File: config.mk
export PLATFORM = sky130hd
export DESIGN_NAME = store_issue_queue
export DESIGN_NICKNAME = d
export VERILOG_FILES = /design/src/logic/mem_op_pkg.sv /design/src/logic/issue_ctrl_pkg.sv /design/src/logic/store_dispatch_router.sv /design/src/logic/store_issue_bank.sv /design/src/logic/store_issue_drain.sv /design/src/logic/store_issue_queue.sv
export VERILOG_INCLUDE_DIRS = /design/src /design/src/logic
export SDC_FILE = /design/constraint.sdc
export NUM_CORES = 2
export LEC_CHECK = 0
export BUFFER_PORTS_ARGS = -buffer_cell sky130_fd_sc_hd__buf_2
export CAP_MARGIN = 20
export CORE_MARGIN = 8
export CORE_UTILIZATION = 40
export CTS_BUF_LIST = sky130_fd_sc_hd__clkbuf_4 sky130_fd_sc_hd__clkbuf_8
export CTS_CLUSTER_DIAMETER = 80
export DETAILED_ROUTE_END_ITERATION = 6
export GPL_ROUTABILITY_DRIVEN = 0
export PLACE_DENSITY = 0.58
export SYNTH_ARGS = -nofsm -noshare
export SYNTH_HDL_FRONTEND = slang
export SYNTH_SLANG_ARGS = --single-unit
File: constraint.sdc
create_clock -name clk -period 11.4 [get_ports clk]
set_input_delay 2.28 -clock clk [delete_from_list [all_inputs] [get_ports clk]]
set_output_delay 2.28 -clock clk [all_outputs]
set_load 0.02 [all_outputs]
File: src/logic/store_issue_consts.svh
`ifndef STORE_ISSUE_CONSTS_SVH
`define STORE_ISSUE_CONSTS_SVH

// Queue geometry
`define SIQ_BANK_NUM 4
`define SIQ_BANK_SIZE 4

// Field widths
`define SIQ_PREG_WIDTH 6
`define SIQ_ROB_WIDTH 5  // Slot index only, the wrap bit comes on top
`define SIQ_SQ_WIDTH 4
`define SIQ_IMM_WIDTH 12

`define SIQ_WB_NUM 2  // Writeback ports on the wakeup bus

`endif

File: src/logic/mem_op_pkg.sv
`default_nettype none

package mem_op_pkg;

    typedef enum logic [1:0] {
        ST_B,
        ST_H,
        ST_W
    } store_op_e;

    typedef enum logic [1:0] {
        SZ_BYTE,
        SZ_HALF,
        SZ_WORD
    } mem_size_e;

    function automatic mem_size_e to_size(input store_op_e op);
        case (op)
            ST_H: return SZ_HALF;
            ST_W: return SZ_WORD;
            default: return SZ_BYTE;
        endcase
    endfunction

endpackage

`default_nettype wire

File: src/logic/issue_ctrl_pkg.sv
`default_nettype none
`include "store_issue_consts.svh"

package issue_ctrl_pkg;

    typedef enum logic [1:0] {
        ENT_FREE,
        ENT_WAIT,   // Holds a store with at least one source pending
        ENT_READY
    } entry_state_e;

    typedef struct packed {
        logic dir;  // Flips each time the ROB pointer wraps
        logic [`SIQ_ROB_WIDTH-1:0] idx;
    } rob_idx_t;

    // True when a is younger than b
    function automatic logic rob_younger(input rob_idx_t a, input rob_idx_t b);
        if (a.dir == b.dir) begin
            return a.idx > b.idx;
        end
        // Across a wrap the younger one sits at the lower slot
        return a.idx < b.idx;
    endfunction

endpackage

`default_nettype wire

File: src/logic/store_dispatch_router.sv
`timescale 1ns/100ps
`default_nettype none
`include "store_issue_consts.svh"

module store_dispatch_router (
    input  logic                                                clk,
    input  logic                                                rst,
    input  logic                                                dis_valid_i,
    input  logic [`SIQ_BANK_NUM-1:0][$clog2(`SIQ_BANK_SIZE):0] bank_count_i,
    input  logic [`SIQ_BANK_NUM-1:0]                            bank_full_i,
    output logic                                                dis_ready_o,
    output logic [`SIQ_BANK_NUM-1:0]                            bank_wr_en_o
);
    localparam int BANK_W = $clog2(`SIQ_BANK_NUM);

    logic [BANK_W-1:0]               pick_idx;
    logic [$clog2(`SIQ_BANK_SIZE):0] pick_cnt;
    logic [BANK_W-1:0]               target_q;
    logic                            target_vld_q;

    always_comb begin
        pick_idx = '0;
        pick_cnt = bank_count_i[0];
        for (int i = 1; i < `SIQ_BANK_NUM; i++) begin
            if (bank_count_i[i] < pick_cnt) begin  // Strict compare keeps ties on the lower bank
                pick_idx = BANK_W'(i);
                pick_cnt = bank_count_i[i];
            end
        end
    end

    // The choice lags the counts by one cycle, the full flags are current
    always_ff @(posedge clk or posedge rst) begin
        if (rst) begin
            target_q <= '0;
            target_vld_q <= 1'b0;
        end else begin
            target_q <= pick_idx;
            target_vld_q <= 1'b1;
        end
    end

    assign dis_ready_o = target_vld_q & ~bank_full_i[target_q];
    assign bank_wr_en_o = (dis_valid_i & dis_ready_o) ? (`SIQ_BANK_NUM'(1) << target_q) : '0;

    a_wr_onehot: assert property (@(posedge clk) disable iff (rst)
        $onehot0(bank_wr_en_o));

endmodule

`default_nettype wire

File: src/logic/store_issue_bank.sv
`timescale 1ns/100ps
`default_nettype none
`include "store_issue_consts.svh"

module store_issue_bank
    import mem_op_pkg::*;
    import issue_ctrl_pkg::*;
(
    input  logic                                             clk,
    input  logic                                             rst,
    input  logic                                             wr_en_i,
    input  store_op_e                                        op_i,
    input  rob_idx_t                                         rob_idx_i,
    input  logic [`SIQ_SQ_WIDTH-1:0]                         sq_idx_i,
    input  logic [`SIQ_IMM_WIDTH-1:0]                        imm_i,
    input  logic [`SIQ_PREG_WIDTH-1:0]                       addr_preg_i,
    input  logic                                             addr_rdy_i,
    input  logic [`SIQ_PREG_WIDTH-1:0]                       data_preg_i,
    input  logic                                             data_rdy_i,
    input  logic [`SIQ_WB_NUM-1:0]                           wb_valid_i,
    input  logic [`SIQ_WB_NUM-1:0][`SIQ_PREG_WIDTH-1:0]      wb_preg_i,
    input  logic                                             redirect_i,
    input  rob_idx_t                                         redirect_rob_idx_i,
    input  logic                                             out_ready_i,
    output logic [$clog2(`SIQ_BANK_SIZE):0]                  count_o,
    output logic                                             full_o,
    output logic                                             out_valid_o,
    output store_op_e                                        out_op_o,
    output rob_idx_t                                         out_rob_idx_o,
    output logic [`SIQ_SQ_WIDTH-1:0]                         out_sq_idx_o,
    output logic [`SIQ_IMM_WIDTH-1:0]                        out_imm_o,
    output logic [`SIQ_PREG_WIDTH-1:0]                       out_addr_preg_o,
    output logic [`SIQ_PREG_WIDTH-1:0]                       out_data_preg_o
);
    localparam int IDX_W = $clog2(`SIQ_BANK_SIZE);
    localparam int CNT_W = IDX_W + 1;

    entry_state_e               state_q     [`SIQ_BANK_SIZE];
    logic [`SIQ_BANK_SIZE-1:0]  addr_rdy_q;
    logic [`SIQ_BANK_SIZE-1:0]  data_rdy_q;
    logic [`SIQ_BANK_SIZE-1:0]  addr_rdy_nxt;
    logic [`SIQ_BANK_SIZE-1:0]  data_rdy_nxt;
    store_op_e                  op_q        [`SIQ_BANK_SIZE];
    rob_idx_t                   rob_q       [`SIQ_BANK_SIZE];
    logic [`SIQ_SQ_WIDTH-1:0]   sq_q        [`SIQ_BANK_SIZE];
    logic [`SIQ_IMM_WIDTH-1:0]  imm_q       [`SIQ_BANK_SIZE];
    logic [`SIQ_PREG_WIDTH-1:0] addr_preg_q [`SIQ_BANK_SIZE];
    logic [`SIQ_PREG_WIDTH-1:0] data_preg_q [`SIQ_BANK_SIZE];

    logic [IDX_W-1:0] wr_idx;
    logic [IDX_W-1:0] sel_idx;
    logic             sel_any;
    logic             load;
    logic             wr_keep;
    logic             wr_addr_rdy;
    logic             wr_data_rdy;

    function automatic logic wake_hit(input logic [`SIQ_PREG_WIDTH-1:0] preg);
        logic hit;
        hit = 1'b0;
        for (int p = 0; p < `SIQ_WB_NUM; p++) begin
            hit = hit | (wb_valid_i[p] && wb_preg_i[p] == preg);
        end
        return hit;
    endfunction

    // Downward scan so the lowest free and lowest ready slots win
    always_comb begin
        wr_idx = '0;
        sel_idx = '0;
        sel_any = 1'b0;
        full_o = 1'b1;
        count_o = '0;
        for (int i = `SIQ_BANK_SIZE - 1; i >= 0; i--) begin
            if (state_q[i] == ENT_FREE) begin
                wr_idx = IDX_W'(i);
                full_o = 1'b0;
            end else begin
                count_o = count_o + CNT_W'(1);
            end
            if (state_q[i] == ENT_READY) begin
                sel_idx = IDX_W'(i);
                sel_any = 1'b1;
            end
        end
    end

    always_comb begin
        for (int i = 0; i < `SIQ_BANK_SIZE; i++) begin
            addr_rdy_nxt[i] = addr_rdy_q[i] | wake_hit(addr_preg_q[i]);
            data_rdy_nxt[i] = data_rdy_q[i] | wake_hit(data_preg_q[i]);
        end
        wr_addr_rdy = addr_rdy_i | wake_hit(addr_preg_i);  // Wakeup in the dispatch cycle counts
        wr_data_rdy = data_rdy_i | wake_hit(data_preg_i);
    end

    assign load = sel_any & (~out_valid_o | out_ready_i) & ~redirect_i;
    assign wr_keep = wr_en_i & ~(redirect_i & rob_younger(rob_idx_i, redirect_rob_idx_i));

    always_ff @(posedge clk or posedge rst) begin
        if (rst) begin
            for (int i = 0; i < `SIQ_BANK_SIZE; i++) begin
                state_q[i] <= ENT_FREE;
            end
            addr_rdy_q <= '0;
            data_rdy_q <= '0;
        end else begin
            for (int i = 0; i < `SIQ_BANK_SIZE; i++) begin
                if (wr_keep && wr_idx == IDX_W'(i)) begin
                    state_q[i] <= (wr_addr_rdy && wr_data_rdy) ? ENT_READY : ENT_WAIT;
                    addr_rdy_q[i] <= wr_addr_rdy;
                    data_rdy_q[i] <= wr_data_rdy;
                end else if (state_q[i] != ENT_FREE && redirect_i
                             && rob_younger(rob_q[i], redirect_rob_idx_i)) begin
                    state_q[i] <= ENT_FREE;
                end else if (load && sel_idx == IDX_W'(i)) begin
                    state_q[i] <= ENT_FREE;  // Slot frees as the store moves out
                end else if (state_q[i] == ENT_WAIT) begin
                    addr_rdy_q[i] <= addr_rdy_nxt[i];
                    data_rdy_q[i] <= data_rdy_nxt[i];
                    if (addr_rdy_nxt[i] && data_rdy_nxt[i]) begin
                        state_q[i] <= ENT_READY;
                    end
                end
            end
        end
    end

    always_ff @(posedge clk) begin
        if (wr_en_i) begin
            op_q[wr_idx] <= op_i;
            rob_q[wr_idx] <= rob_idx_i;
            sq_q[wr_idx] <= sq_idx_i;
            imm_q[wr_idx] <= imm_i;
            addr_preg_q[wr_idx] <= addr_preg_i;
            data_preg_q[wr_idx] <= data_preg_i;
        end
    end

    always_ff @(posedge clk or posedge rst) begin
        if (rst) begin
            out_valid_o <= 1'b0;
        end else if (load) begin
            out_valid_o <= 1'b1;
        end else if ((out_valid_o && out_ready_i)
                     || (redirect_i && rob_younger(out_rob_idx_o, redirect_rob_idx_i))) begin
            out_valid_o <= 1'b0;
        end
    end

    always_ff @(posedge clk) begin
        if (load) begin
            out_op_o <= op_q[sel_idx];
            out_rob_idx_o <= rob_q[sel_idx];
            out_sq_idx_o <= sq_q[sel_idx];
            out_imm_o <= imm_q[sel_idx];
            out_addr_preg_o <= addr_preg_q[sel_idx];
            out_data_preg_o <= data_preg_q[sel_idx];
        end
    end

    a_no_write_full: assert property (@(posedge clk) disable iff (rst)
        wr_en_i |-> !full_o);

    a_out_hold: assert property (@(posedge clk) disable iff (rst)
        out_valid_o && !out_ready_i && !redirect_i |=> out_valid_o && $stable(out_sq_idx_o));

endmodule

`default_nettype wire

File: src/logic/store_issue_drain.sv
`timescale 1ns/100ps
`default_nettype none
`include "store_issue_consts.svh"

module store_issue_drain
    import mem_op_pkg::*;
    import issue_ctrl_pkg::*;
(
    input  logic                                            clk,
    input  logic                                            rst,
    input  logic [`SIQ_BANK_NUM-1:0]                        bank_valid_i,
    input  store_op_e [`SIQ_BANK_NUM-1:0]                   bank_op_i,
    input  rob_idx_t [`SIQ_BANK_NUM-1:0]                    bank_rob_idx_i,
    input  logic [`SIQ_BANK_NUM-1:0][`SIQ_SQ_WIDTH-1:0]     bank_sq_idx_i,
    input  logic [`SIQ_BANK_NUM-1:0][`SIQ_IMM_WIDTH-1:0]    bank_imm_i,
    input  logic [`SIQ_BANK_NUM-1:0][`SIQ_PREG_WIDTH-1:0]   bank_addr_preg_i,
    input  logic [`SIQ_BANK_NUM-1:0][`SIQ_PREG_WIDTH-1:0]   bank_data_preg_i,
    input  logic                                            redirect_i,
    input  rob_idx_t                                        redirect_rob_idx_i,
    input  logic                                            iss_ready_i,
    output logic [`SIQ_BANK_NUM-1:0]                        bank_ready_o,
    output logic                                            iss_valid_o,
    output store_op_e                                       iss_op_o,
    output mem_size_e                                       iss_size_o,
    output rob_idx_t                                        iss_rob_idx_o,
    output logic [`SIQ_SQ_WIDTH-1:0]                        iss_sq_idx_o,
    output logic [`SIQ_IMM_WIDTH-1:0]                       iss_imm_o,
    output logic [`SIQ_PREG_WIDTH-1:0]                      iss_addr_preg_o,
    output logic [`SIQ_PREG_WIDTH-1:0]                      iss_data_preg_o
);
    localparam int BANK_W = $clog2(`SIQ_BANK_NUM);

    logic [BANK_W-1:0] ptr_q;
    logic [BANK_W-1:0] gnt_idx;
    logic              gnt_any;
    logic              take;

    // First valid bank at or after the pointer, wrapping around
    always_comb begin
        logic [BANK_W-1:0] idx;
        gnt_idx = ptr_q;
        gnt_any = 1'b0;
        for (int k = `SIQ_BANK_NUM - 1; k >= 0; k--) begin
            idx = BANK_W'(ptr_q + k);
            if (bank_valid_i[idx]) begin
                gnt_idx = idx;
                gnt_any = 1'b1;
            end
        end
    end

    // No grant in a redirect cycle, the bank squashes its own younger store
    assign take = gnt_any & (~iss_valid_o | iss_ready_i) & ~redirect_i;
    assign bank_ready_o = take ? (`SIQ_BANK_NUM'(1) << gnt_idx) : '0;
    assign iss_size_o = to_size(iss_op_o);

    always_ff @(posedge clk or posedge rst) begin
        if (rst) begin
            ptr_q <= '0;
            iss_valid_o <= 1'b0;
        end else begin
            if (take) begin
                ptr_q <= gnt_idx + 1'b1;
                iss_valid_o <= 1'b1;
            end else if ((iss_valid_o && iss_ready_i)
                         || (redirect_i && rob_younger(iss_rob_idx_o, redirect_rob_idx_i))) begin
                iss_valid_o <= 1'b0;
            end
        end
    end

    always_ff @(posedge clk) begin
        if (take) begin
            iss_op_o <= bank_op_i[gnt_idx];
            iss_rob_idx_o <= bank_rob_idx_i[gnt_idx];
            iss_sq_idx_o <= bank_sq_idx_i[gnt_idx];
            iss_imm_o <= bank_imm_i[gnt_idx];
            iss_addr_preg_o <= bank_addr_preg_i[gnt_idx];
            iss_data_preg_o <= bank_data_preg_i[gnt_idx];
        end
    end

    a_one_grant: assert property (@(posedge clk) disable iff (rst)
        $onehot0(bank_ready_o));

endmodule

`default_nettype wire

File: src/logic/store_issue_queue.sv
`timescale 1ns/100ps
`default_nettype none
`include "store_issue_consts.svh"

module store_issue_queue
    import mem_op_pkg::*;
    import issue_ctrl_pkg::*;
(
    input  logic                                        clk,
    input  logic                                        rst,
    input  logic                                        dis_valid_i,
    output logic                                        dis_ready_o,
    input  store_op_e                                   dis_op_i,
    input  rob_idx_t                                    dis_rob_idx_i,
    input  logic [`SIQ_SQ_WIDTH-1:0]                    dis_sq_idx_i,
    input  logic [`SIQ_IMM_WIDTH-1:0]                   dis_imm_i,
    input  logic [`SIQ_PREG_WIDTH-1:0]                  dis_addr_preg_i,
    input  logic                                        dis_addr_rdy_i,
    input  logic [`SIQ_PREG_WIDTH-1:0]                  dis_data_preg_i,
    input  logic                                        dis_data_rdy_i,
    input  logic [`SIQ_WB_NUM-1:0]                      wb_valid_i,
    input  logic [`SIQ_WB_NUM-1:0][`SIQ_PREG_WIDTH-1:0] wb_preg_i,
    input  logic                                        redirect_i,
    input  rob_idx_t                                    redirect_rob_idx_i,
    output logic                                        iss_valid_o,
    input  logic                                        iss_ready_i,
    output store_op_e                                   iss_op_o,
    output mem_size_e                                   iss_size_o,
    output rob_idx_t                                    iss_rob_idx_o,
    output logic [`SIQ_SQ_WIDTH-1:0]                    iss_sq_idx_o,
    output logic [`SIQ_IMM_WIDTH-1:0]                   iss_imm_o,
    output logic [`SIQ_PREG_WIDTH-1:0]                  iss_addr_preg_o,
    output logic [`SIQ_PREG_WIDTH-1:0]                  iss_data_preg_o
);
    logic [`SIQ_BANK_NUM-1:0][$clog2(`SIQ_BANK_SIZE):0]  bank_count;
    logic [`SIQ_BANK_NUM-1:0]                           bank_full;
    logic [`SIQ_BANK_NUM-1:0]                           bank_wr_en;
    logic [`SIQ_BANK_NUM-1:0]                           bank_out_valid;
    logic [`SIQ_BANK_NUM-1:0]                           bank_out_ready;
    store_op_e [`SIQ_BANK_NUM-1:0]                      bank_out_op;
    rob_idx_t [`SIQ_BANK_NUM-1:0]                       bank_out_rob_idx;
    logic [`SIQ_BANK_NUM-1:0][`SIQ_SQ_WIDTH-1:0]        bank_out_sq_idx;
    logic [`SIQ_BANK_NUM-1:0][`SIQ_IMM_WIDTH-1:0]       bank_out_imm;
    logic [`SIQ_BANK_NUM-1:0][`SIQ_PREG_WIDTH-1:0]      bank_out_addr_preg;
    logic [`SIQ_BANK_NUM-1:0][`SIQ_PREG_WIDTH-1:0]      bank_out_data_preg;

    store_dispatch_router u_router (
        .clk          (clk),
        .rst          (rst),
        .dis_valid_i  (dis_valid_i),
        .bank_count_i (bank_count),
        .bank_full_i  (bank_full),
        .dis_ready_o  (dis_ready_o),
        .bank_wr_en_o (bank_wr_en)
    );

    // Dispatch fields reach every bank, only the enabled one writes
    for (genvar g = 0; g < `SIQ_BANK_NUM; g++) begin : g_bank
        store_issue_bank u_bank (
            .clk                (clk),
            .rst                (rst),
            .wr_en_i            (bank_wr_en[g]),
            .op_i               (dis_op_i),
            .rob_idx_i          (dis_rob_idx_i),
            .sq_idx_i           (dis_sq_idx_i),
            .imm_i              (dis_imm_i),
            .addr_preg_i        (dis_addr_preg_i),
            .addr_rdy_i         (dis_addr_rdy_i),
            .data_preg_i        (dis_data_preg_i),
            .data_rdy_i         (dis_data_rdy_i),
            .wb_valid_i         (wb_valid_i),
            .wb_preg_i          (wb_preg_i),
            .redirect_i         (redirect_i),
            .redirect_rob_idx_i (redirect_rob_idx_i),
            .out_ready_i        (bank_out_ready[g]),
            .count_o            (bank_count[g]),
            .full_o             (bank_full[g]),
            .out_valid_o        (bank_out_valid[g]),
            .out_op_o           (bank_out_op[g]),
            .out_rob_idx_o      (bank_out_rob_idx[g]),
            .out_sq_idx_o       (bank_out_sq_idx[g]),
            .out_imm_o          (bank_out_imm[g]),
            .out_addr_preg_o    (bank_out_addr_preg[g]),
            .out_data_preg_o    (bank_out_data_preg[g])
        );
    end

    store_issue_drain u_drain (
        .clk                (clk),
        .rst                (rst),
        .bank_valid_i       (bank_out_valid),
        .bank_op_i          (bank_out_op),
        .bank_rob_idx_i     (bank_out_rob_idx),
        .bank_sq_idx_i      (bank_out_sq_idx),
        .bank_imm_i         (bank_out_imm),
        .bank_addr_preg_i   (bank_out_addr_preg),
        .bank_data_preg_i   (bank_out_data_preg),
        .redirect_i         (redirect_i),
        .redirect_rob_idx_i (redirect_rob_idx_i),
        .iss_ready_i        (iss_ready_i),
        .bank_ready_o       (bank_out_ready),
        .iss_valid_o        (iss_valid_o),
        .iss_op_o           (iss_op_o),
        .iss_size_o         (iss_size_o),
        .iss_rob_idx_o      (iss_rob_idx_o),
        .iss_sq_idx_o       (iss_sq_idx_o),
        .iss_imm_o          (iss_imm_o),
        .iss_addr_preg_o    (iss_addr_preg_o),
        .iss_data_preg_o    (iss_data_preg_o)
    );

endmodule

`default_nettype wire

Word level (Yosys, flattened, before mapping):

Memory sizes are Yosys's and may differ from the RTL's. A register that Yosys moved wholly into a read port is not among the register bits.
Index checks and enable logic that the tools add are counted.

* register bits: 110
* latch bits: 0
* bits in writable memories: 576
* ROM bits: 0
* bits of input ports: 63
* logic and storage cells: 1178
* memories kept: 24

Memories
* g_bank[0].u_bank.imm_q: depth 4, bits a word 12, rd ports 1, clocked after Yosys merged registers in 1, wr ports 1, line store_issue_bank.sv:46 `` logic [`SIQ_IMM_WIDTH-1:0] imm_q [`SIQ_BANK_SIZE]; ``
* g_bank[1].u_bank.imm_q: depth 4, bits a word 12, rd ports 1, clocked after Yosys merged registers in 1, wr ports 1, line store_issue_bank.sv:46
* g_bank[2].u_bank.imm_q: depth 4, bits a word 12, rd ports 1, clocked after Yosys merged registers in 1, wr ports 1, line store_issue_bank.sv:46
* g_bank[3].u_bank.imm_q: depth 4, bits a word 12, rd ports 1, clocked after Yosys merged registers in 1, wr ports 1, line store_issue_bank.sv:46
* g_bank[0].u_bank.addr_preg_q: depth 4, bits a word 6, rd ports 5, clocked after Yosys merged registers in 1, wr ports 1, line store_issue_bank.sv:47 `` logic [`SIQ_PREG_WIDTH-1:0] addr_preg_q [`SIQ_BANK_SIZE]; ``
* g_bank[0].u_bank.data_preg_q: depth 4, bits a word 6, rd ports 5, clocked after Yosys merged registers in 1, wr ports 1, line store_issue_bank.sv:48 `` logic [`SIQ_PREG_WIDTH-1:0] data_preg_q [`SIQ_BANK_SIZE]; ``
* +18 memories

* add/sub/neg operators: 16
* $mul: 0
* divide/modulo/power cells: 0
* magnitude comparators: 53
* equal/unequal tests: 180
* shift-type cells: 2
* mux-type cells: 453
* bitwise logic cells: 98
* reduce and logical (&&, ||, !) cells: 289

Operator list (count)
* 6-bit equality test: 68
* 1-bit 2-to-1 mux: 300
* 2-bit 2-to-1 mux: 120
* 1-bit logical AND: 159
* 4-bit nonzero test: 32
* 5-bit > comparator: 22
* 5-bit less-than comparator: 22
* 2-bit nonzero test: 37
* 1-bit bitwise OR: 73
* 2-bit equality test, second input constant: 33
* 2-bit by 1-bit inequality test with 1-bit output, second input constant: 32
* 2-bit by 1-bit equality test with 1-bit output, second input constant: 25
* 2-bit zero test: 24
* 3-bit AND reduction: 16
* 3-bit 2-to-1 mux: 14
* 6-bit binary-select mux with 2-bit select: 3
* 2-bit AND reduction: 16
* 3-bit by 1-bit adder with 3-bit output, second input constant: 8
* 12-bit binary-select mux with 2-bit select: 1
* 1-bit equality test: 22
* 2-bit by 3-bit less-than comparator with 1-bit output, second input constant: 6
* 6-bit 2-to-1 mux: 3
* 1-bit bitwise AND: 17
* 12-bit 2-to-1 mux: 1
* 12 further kinds: 37

Depth between registers and ports, before layout:

* depth in word-level cells: 20
* mapped depth: 24

Cells and area by module:

A second synthesis with hierarchy kept.

* cells, all modules: 3111
* area, all modules: 41733.8 µm²

Modules (own cells, without submodules)
* store_issue_bank at g_bank[1].u_bank: times used 1, cells an instance 728, area an instance 9803.2 µm²
* store_issue_bank at g_bank[0].u_bank: times used 1, cells an instance 730, area an instance 9693.0 µm²
* store_issue_bank at g_bank[2].u_bank: times used 1, cells an instance 730, area an instance 9660.5 µm²
* store_issue_bank at g_bank[3].u_bank: times used 1, cells an instance 735, area an instance 9658.0 µm²
* store_issue_drain: times used 1, cells an instance 138, area an instance 2483.6 µm²
* store_dispatch_router: times used 1, cells an instance 50, area an instance 435.4 µm²

Worst setup path after synthesis:

No wires, ideal clock.

* path kind: input to register
* from: input port dis_valid_i
* to: register g_bank[3].u_bank.state_q[1] (netlist name)
* library setup time: 0.104 ns
* arrival time: 7.376 ns
* setup slack: 3.920 ns
* stages on the path: 5
* path buffers: 0
* cells stage by stage: and2_1 nand4_1 nor4b_1 nand2_1 o21ai_0

* longest elaborated chain between the ends: 6
* elaborated cells on any way between the ends: 8
* classes of those cells: mux (2); bitwise (2); reduce/logical (4)

Ends and longest elaborated chain
* start, declared: line store_issue_queue.sv:11 `input logic dis_valid_i,`
* 1-bit bitwise AND (*): line store_dispatch_router.sv:44 `` assign bank_wr_en_o = (dis_valid_i & dis_ready_o) ? (`SIQ_BANK_NUM'(1) << target_q) : '0; ``
* 4-bit 2-to-1 mux (*): line store_dispatch_router.sv:44
* 1-bit bitwise AND (*): line store_issue_bank.sv:98 `assign wr_keep = wr_en_i & ~(redirect_i & rob_younger(rob_idx_i, redirect_rob_idx_i));`
* 1-bit logical AND (*): line store_issue_bank.sv:109 `if (wr_keep && wr_idx == IDX_W'(i)) begin`
* 4-bit nonzero test (no source line)
* 2-bit AND reduction (no source line)
* end signal, assigned by index: line store_issue_bank.sv:110 `state_q[i] <= (wr_addr_rdy && wr_data_rdy) ? ENT_READY : ENT_WAIT;`
* end, declared: line store_issue_bank.sv:38 `` entry_state_e state_q [`SIQ_BANK_SIZE]; ``

Mark *: on every way between the ends. The rest lies on a longest branch, timed or not.
A chain may end at the register's enable or synchronous reset.

Final worst setup path:

* from: register g_bank[0].u_bank.state_q[3] (netlist name)
* to: output port dis_ready_o

* longest elaborated chain between the ends: 8

Ends and longest elaborated chain
* start, declared: line store_issue_bank.sv:38
* start signal, assigned by index: line store_issue_bank.sv:110
* 2-bit zero test: line store_issue_bank.sv:75 `if (state_q[i] == ENT_FREE) begin`
* 1-bit 2-to-1 mux (3 in a row): line store_issue_bank.sv:75
* 1-bit binary-select mux with 2-bit select: line store_dispatch_router.sv:43 `assign dis_ready_o = target_vld_q & ~bank_full_i[target_q];`
* 1-bit 2-to-1 mux (implied by the code): line store_dispatch_router.sv:43
* 1-bit NOT: line store_dispatch_router.sv:43
* 1-bit bitwise AND: line store_dispatch_router.sv:43
* end, declared: line store_issue_queue.sv:12 `output logic dis_ready_o,`

Every way passes these cells. The select of a mux whose other input is x is not followed.

==> Flow_metrics.wiki <==
{| class="wikitable"
! Metric !! Value
|-
| Worst Reg-to-Reg Cells || 21
|-
| Clock-pin slew of the registers on the worst-case setup and hold paths || 0.06 ns
|-
| Synthesized area per cell || around 13 um2
|-
| Net switching power figure || 0.00398 W
|-
| PortBufs || 102
|-
| Total die area || ~110000 um2
|-
| Number of antenna violations at the first check in global routing || 5
|-
| Type of the worst setup path || flip-flop to output pin
|-
| Grt ovf || 0
|-
| Top achievable clock speed || 0.195 GHz
|-
| Internal Pwr Total || between 0.006 and 0.007 W
|-
| Worst slew slack as a fraction of its limit || 0.115
|-
| R2R Path Start || g_bank[1].u_bank.state_q[2]
|-
| Count of vias placed by the detailed router || 26720
|-
| Arrival time reported for the critical path endpoint || ~2.9 ns
|-
| Per-cell routed wire length || 25.8 um
|-
| Final Hold Vio Count || 0
|-
| Number of routed nets with antenna violations || 0
|-
| Clock tree from TritonCTS || done
|-
| Core region area || 98400 um2
|-
| Result of the run || complete, but fails checks
|-
| Clock insertion delay at the later pin of the skew report || roughly 0.85 ns
|-
| Area growth, synth to finish || 12.8%
|-
| End of the worst register-to-register path || u_router.target_q[0]
|-
| Top-level port count || 103
|-
| Number of H-tree branching levels || 4
|-
| RSZ-0062 raised after global routing || no
|-
| Initial Util || 0.403
|-
| Net Count, Synth || 3301
|-
| Hold wc startpoint || g_bank[0].u_bank.imm_q[0][8]
|-
| Post-synthesis sequential area ratio || 0.618
|-
| Final worst path period share || 0.450
|-
| Buffer type at the clock tree root || sky130_fd_sc_hd__clkbuf_8
|-
| Logic gate share of total power || 0.341
|-
| Worst setup EP type || output pin
|-
| Main flop type after synthesis || sky130_fd_sc_hd__edfxtp_1
|-
| Final core utilization || 0.455
|-
| Number of cell rows || around 120
|-
| Proportion of synthesized flip-flops having asynchronous set or reset || 0.0892
|-
| TritonCTS buffer count || 145
|-
| Leakage component of the power || 16.5 nW
|-
| Failing checks || DRC
|-
| Die Height || 331 um
|-
| Final critical delay including setup and external delays || ~5.1 ns
|-
| Clock share of power || 0.256
|-
| Count of distinct cell types in the synthesized netlist || 75
|-
| Startpoint class of the critical path || flip-flop
|-
| # Max-Cap Violations || 0
|-
| Iteration-0 DRC count of the detailed router || 3210
|-
| Post-synth design cell area || about 40000 um2
|-
| Seq pwr share || 0.403
|-
| Setup bufs post-CTS || 0
|-
| Clock Tree Buf Depth || 3
|-
| Worst Hold Path EP || g_bank[0].u_bank.out_imm_o[8]
|-
| Cell depth of the worst hold path || 2
|-
| Layout cells sized above 1 || 0.143
|-
| Clk sinks || between 800 and 900
|-
| Leading cell types in the layout, fill and taps excluded || sky130_fd_sc_hd__edfxtp_1, sky130_fd_sc_hd__nand2_1, sky130_fd_sc_hd__xnor2_1, sky130_fd_sc_hd__xor2_1, sky130_fd_sc_hd__clkbuf_8
|-
| Pin count of the biggest net entering global routing || 65
|-
| Count of hold buffers inserted by post-cts repair || 0
|-
| First drt pass iteration count || 7
|-
| Worst clock skew || 0.0567 ns
|-
| Count of instances resized after the clock tree is built || 0
|-
| Number of nets in the layout || 3465
|-
| CP Max Fanout || 6
|-
| Yosys reg bits || 830
|-
| Worst path required time || 9.12 ns
|-
| Slew Limit Fails || 0
|-
| Final number of setup-violating endpoints || 0
|-
| Post-Synthesis Cells || 3098
|-
| Half-perimeter wire length after detailed placement || 74.9 mm
|-
| Overall routed net length || 121 mm
|-
| Width of the die || 331 um
|-
| Worst min-delay path category || flip-flop to flip-flop
|-
| Register-to-register setup slack || 6.30 ns
|-
| GRT Total Usage || 0.219
|-
| Global-route wire length before repair || 178 mm
|-
| Switching power as a share of total power || 0.377
|-
| Fin Setup TNS || 0 ns
|-
| Number of warnings printed during yosys synthesis || 0
|-
| Number of design rule violations left after detail routing || 6
|-
| Power density over the cells || between 200 and 250 nW/um2
|-
| IR drop worst, VDD || 0.170 mV
|-
| Number of flops mapped to enable cells by yosys || 756
|-
| Via density || roughly 5.7
|-
| Pin slew with the least headroom to its limit || 1.32 ns
|-
| Most common library cell in the layout ignoring fill and taps || sky130_fd_sc_hd__edfxtp_1
|-
| Vias in the first global route || 26849
|}
## sequential cells by signal (all words and copies together) (netlist names), 8 cells and up
name and count:
u_drain.iss_imm_o 12, g_bank.u_bank.addr_rdy_q 16, g_bank.u_bank.data_preg_q 96, g_bank.u_bank.out_imm_o 48
g_bank.u_bank.addr_preg_q 96, g_bank.u_bank.out_sq_idx_o 16, g_bank.u_bank.state_q 32, g_bank.u_bank.data_rdy_q 16
g_bank.u_bank.rob_q 96, g_bank.u_bank.op_q 32, g_bank.u_bank.out_op_o 8, g_bank.u_bank.out_rob_idx_o 24
g_bank.u_bank.imm_q 192, g_bank.u_bank.out_addr_preg_o 24, g_bank.u_bank.out_data_preg_o 24, g_bank.u_bank.sq_q 64
## stage by stage
| stage | instances | setup slack, ns | power [W] | hold WS, ns | instance area [um2] |
|---|---|---|---|---|---|
| 2_1_floorplan | 3098 | 3.92 | 0.00649 | 0.491 | 39700 |
| 3_3_place_gp | 4400 | 6.26 | 0.00786 | 0.495 | 41900 |
| 3_5_place_dp | 4400 | 6.22 | 0.00791 | 0.498 | 41900 |
| 4_1_cts | 4662 | 6.22 | 0.0106 | 0.468 | 44700 |
| 5_1_grt | 4666 | 5.87 | 0.0111 | 0.502 | 44800 |
| 6_report | 4669 | 6.26 | 0.0106 | 0.478 | 44800 |
## worst max-delay path by stage
stage / from / endpoint / slack, ns
after floorplan: dis_valid_i / g_bank[3].u_bank.state_q[1] / 3.92
after global placement: redirect_rob_idx_i[4] / g_bank[1].u_bank.state_q[7] / 6.26
after detailed placement: redirect_rob_idx_i[4] / g_bank[1].u_bank.state_q[7] / 6.22
after CTS: g_bank[0].u_bank.state_q[1] / dis_ready_o / 6.22
after global routing: g_bank[1].u_bank.state_q[2] / u_router.target_q[0] / 5.87
final: g_bank[0].u_bank.state_q[3] / dis_ready_o / 6.26
## final cells by class
| cell class | instances | area, um2 |
|---|---|---|
| clock inverters | 60 | 394 |
| flip-flops and latches | 830 | 24600 |
| diodes | 5 | 12.5 |
| inverters | 87 | 329 |
| fillers | 8984 | 53600 |
| well taps | 1287 | 1610 |
| clock buffers | 202 | 2430 |
| multi-input cells | 2028 | 14400 |
| repair buffers | 170 | 1030 |
## kinds of logic (layout without fill, tap and decap cells)
| kind of cell | count (synthesis) | after routing | share of synthesized area |
|---|---|---|---|
| DFF | 830 | 830 | 0.618 |
| other | 1 | 6 | 0.0000945 |
| and+or+nand+nor | 939 | 939 | 0.113 |
| AOI/OAI and AO/OA | 430 | 430 | 0.0821 |
| buffers and inverters | 240 | 519 | 0.0250 |
| xor gates and xnor gates | 442 | 442 | 0.0980 |
| muxes | 76 | 76 | 0.0193 |
| adders and majority gates | 140 | 140 | 0.0441 |
## critical path, stage by stage, from the launching register on
cell and delay [ns]:
sky130_fd_sc_hd__dfrtp_1 0.44, sky130_fd_sc_hd__or2_2 0.37, sky130_fd_sc_hd__ha_1 0.24, sky130_fd_sc_hd__nand2_1 0.07, sky130_fd_sc_hd__nor3_1 0.05, sky130_fd_sc_hd__a31oi_1 0.30, sky130_fd_sc_hd__and3_1 0.34, sky130_fd_sc_hd__buf_2 0.22
## synthesized netlist by cell type (all sizes together), types with 3 or more instances
master    n  area share
nor2     64      0.0062
a21oi    61      0.0077
nor4b     4      0.0012
o41ai     4      0.0011
ha      140       0.044
inv      86      0.0081
a31oi    46      0.0072
a21o     20      0.0038
and2     14      0.0022
nand3    29      0.0037
a211oi    6      0.0011
nand2   495       0.047
xor2    206       0.046
a211o     3     0.00066
a31o      6      0.0013
dfrtp    74       0.047
o22ai    18      0.0028
o21ai    63      0.0079
clkbuf   88      0.0083
nand4b    3     0.00066
a21boi    4     0.00076
mux2      6      0.0017
o21a      4     0.00076
o211ai    6      0.0011
xnor2   235       0.052
o31ai    11      0.0022
nor4     69       0.011
edfxtp  756        0.57
nor3b     6      0.0011
a22o      3     0.00066
buf      65      0.0084
mux2i    70       0.018
or2      14      0.0022
a311oi    5      0.0011
and3     55      0.0087
nand2b   18      0.0028
a22oi    14      0.0026
a32o      9      0.0023
nand4    74       0.012
nor2b    34      0.0054
nor3     38      0.0052
or3      15      0.0024
a222oi  131       0.033
o221ai    3     0.00066
## routing by layer
layer / routed length, um / track usage
met1: 55000 / 0.315
met2: 53300 / 0.335
met3: 9210 / 0.0417
met4: 3070 / 0.0684
met5: 0 / 0
## power groups by stage
stage	registers, W	logic (W)	clock network [W]
floorplan	0.00432	0.00218	0
global placement	0.00431	0.00355	0
global route	0.00430	0.00394	0.00289
CTS	0.00426	0.00361	0.00276
finish	0.00426	0.00361	0.00270
detailed placement	0.00431	0.00360	0
No activity file was read; power rests on OpenSTA's default activity.
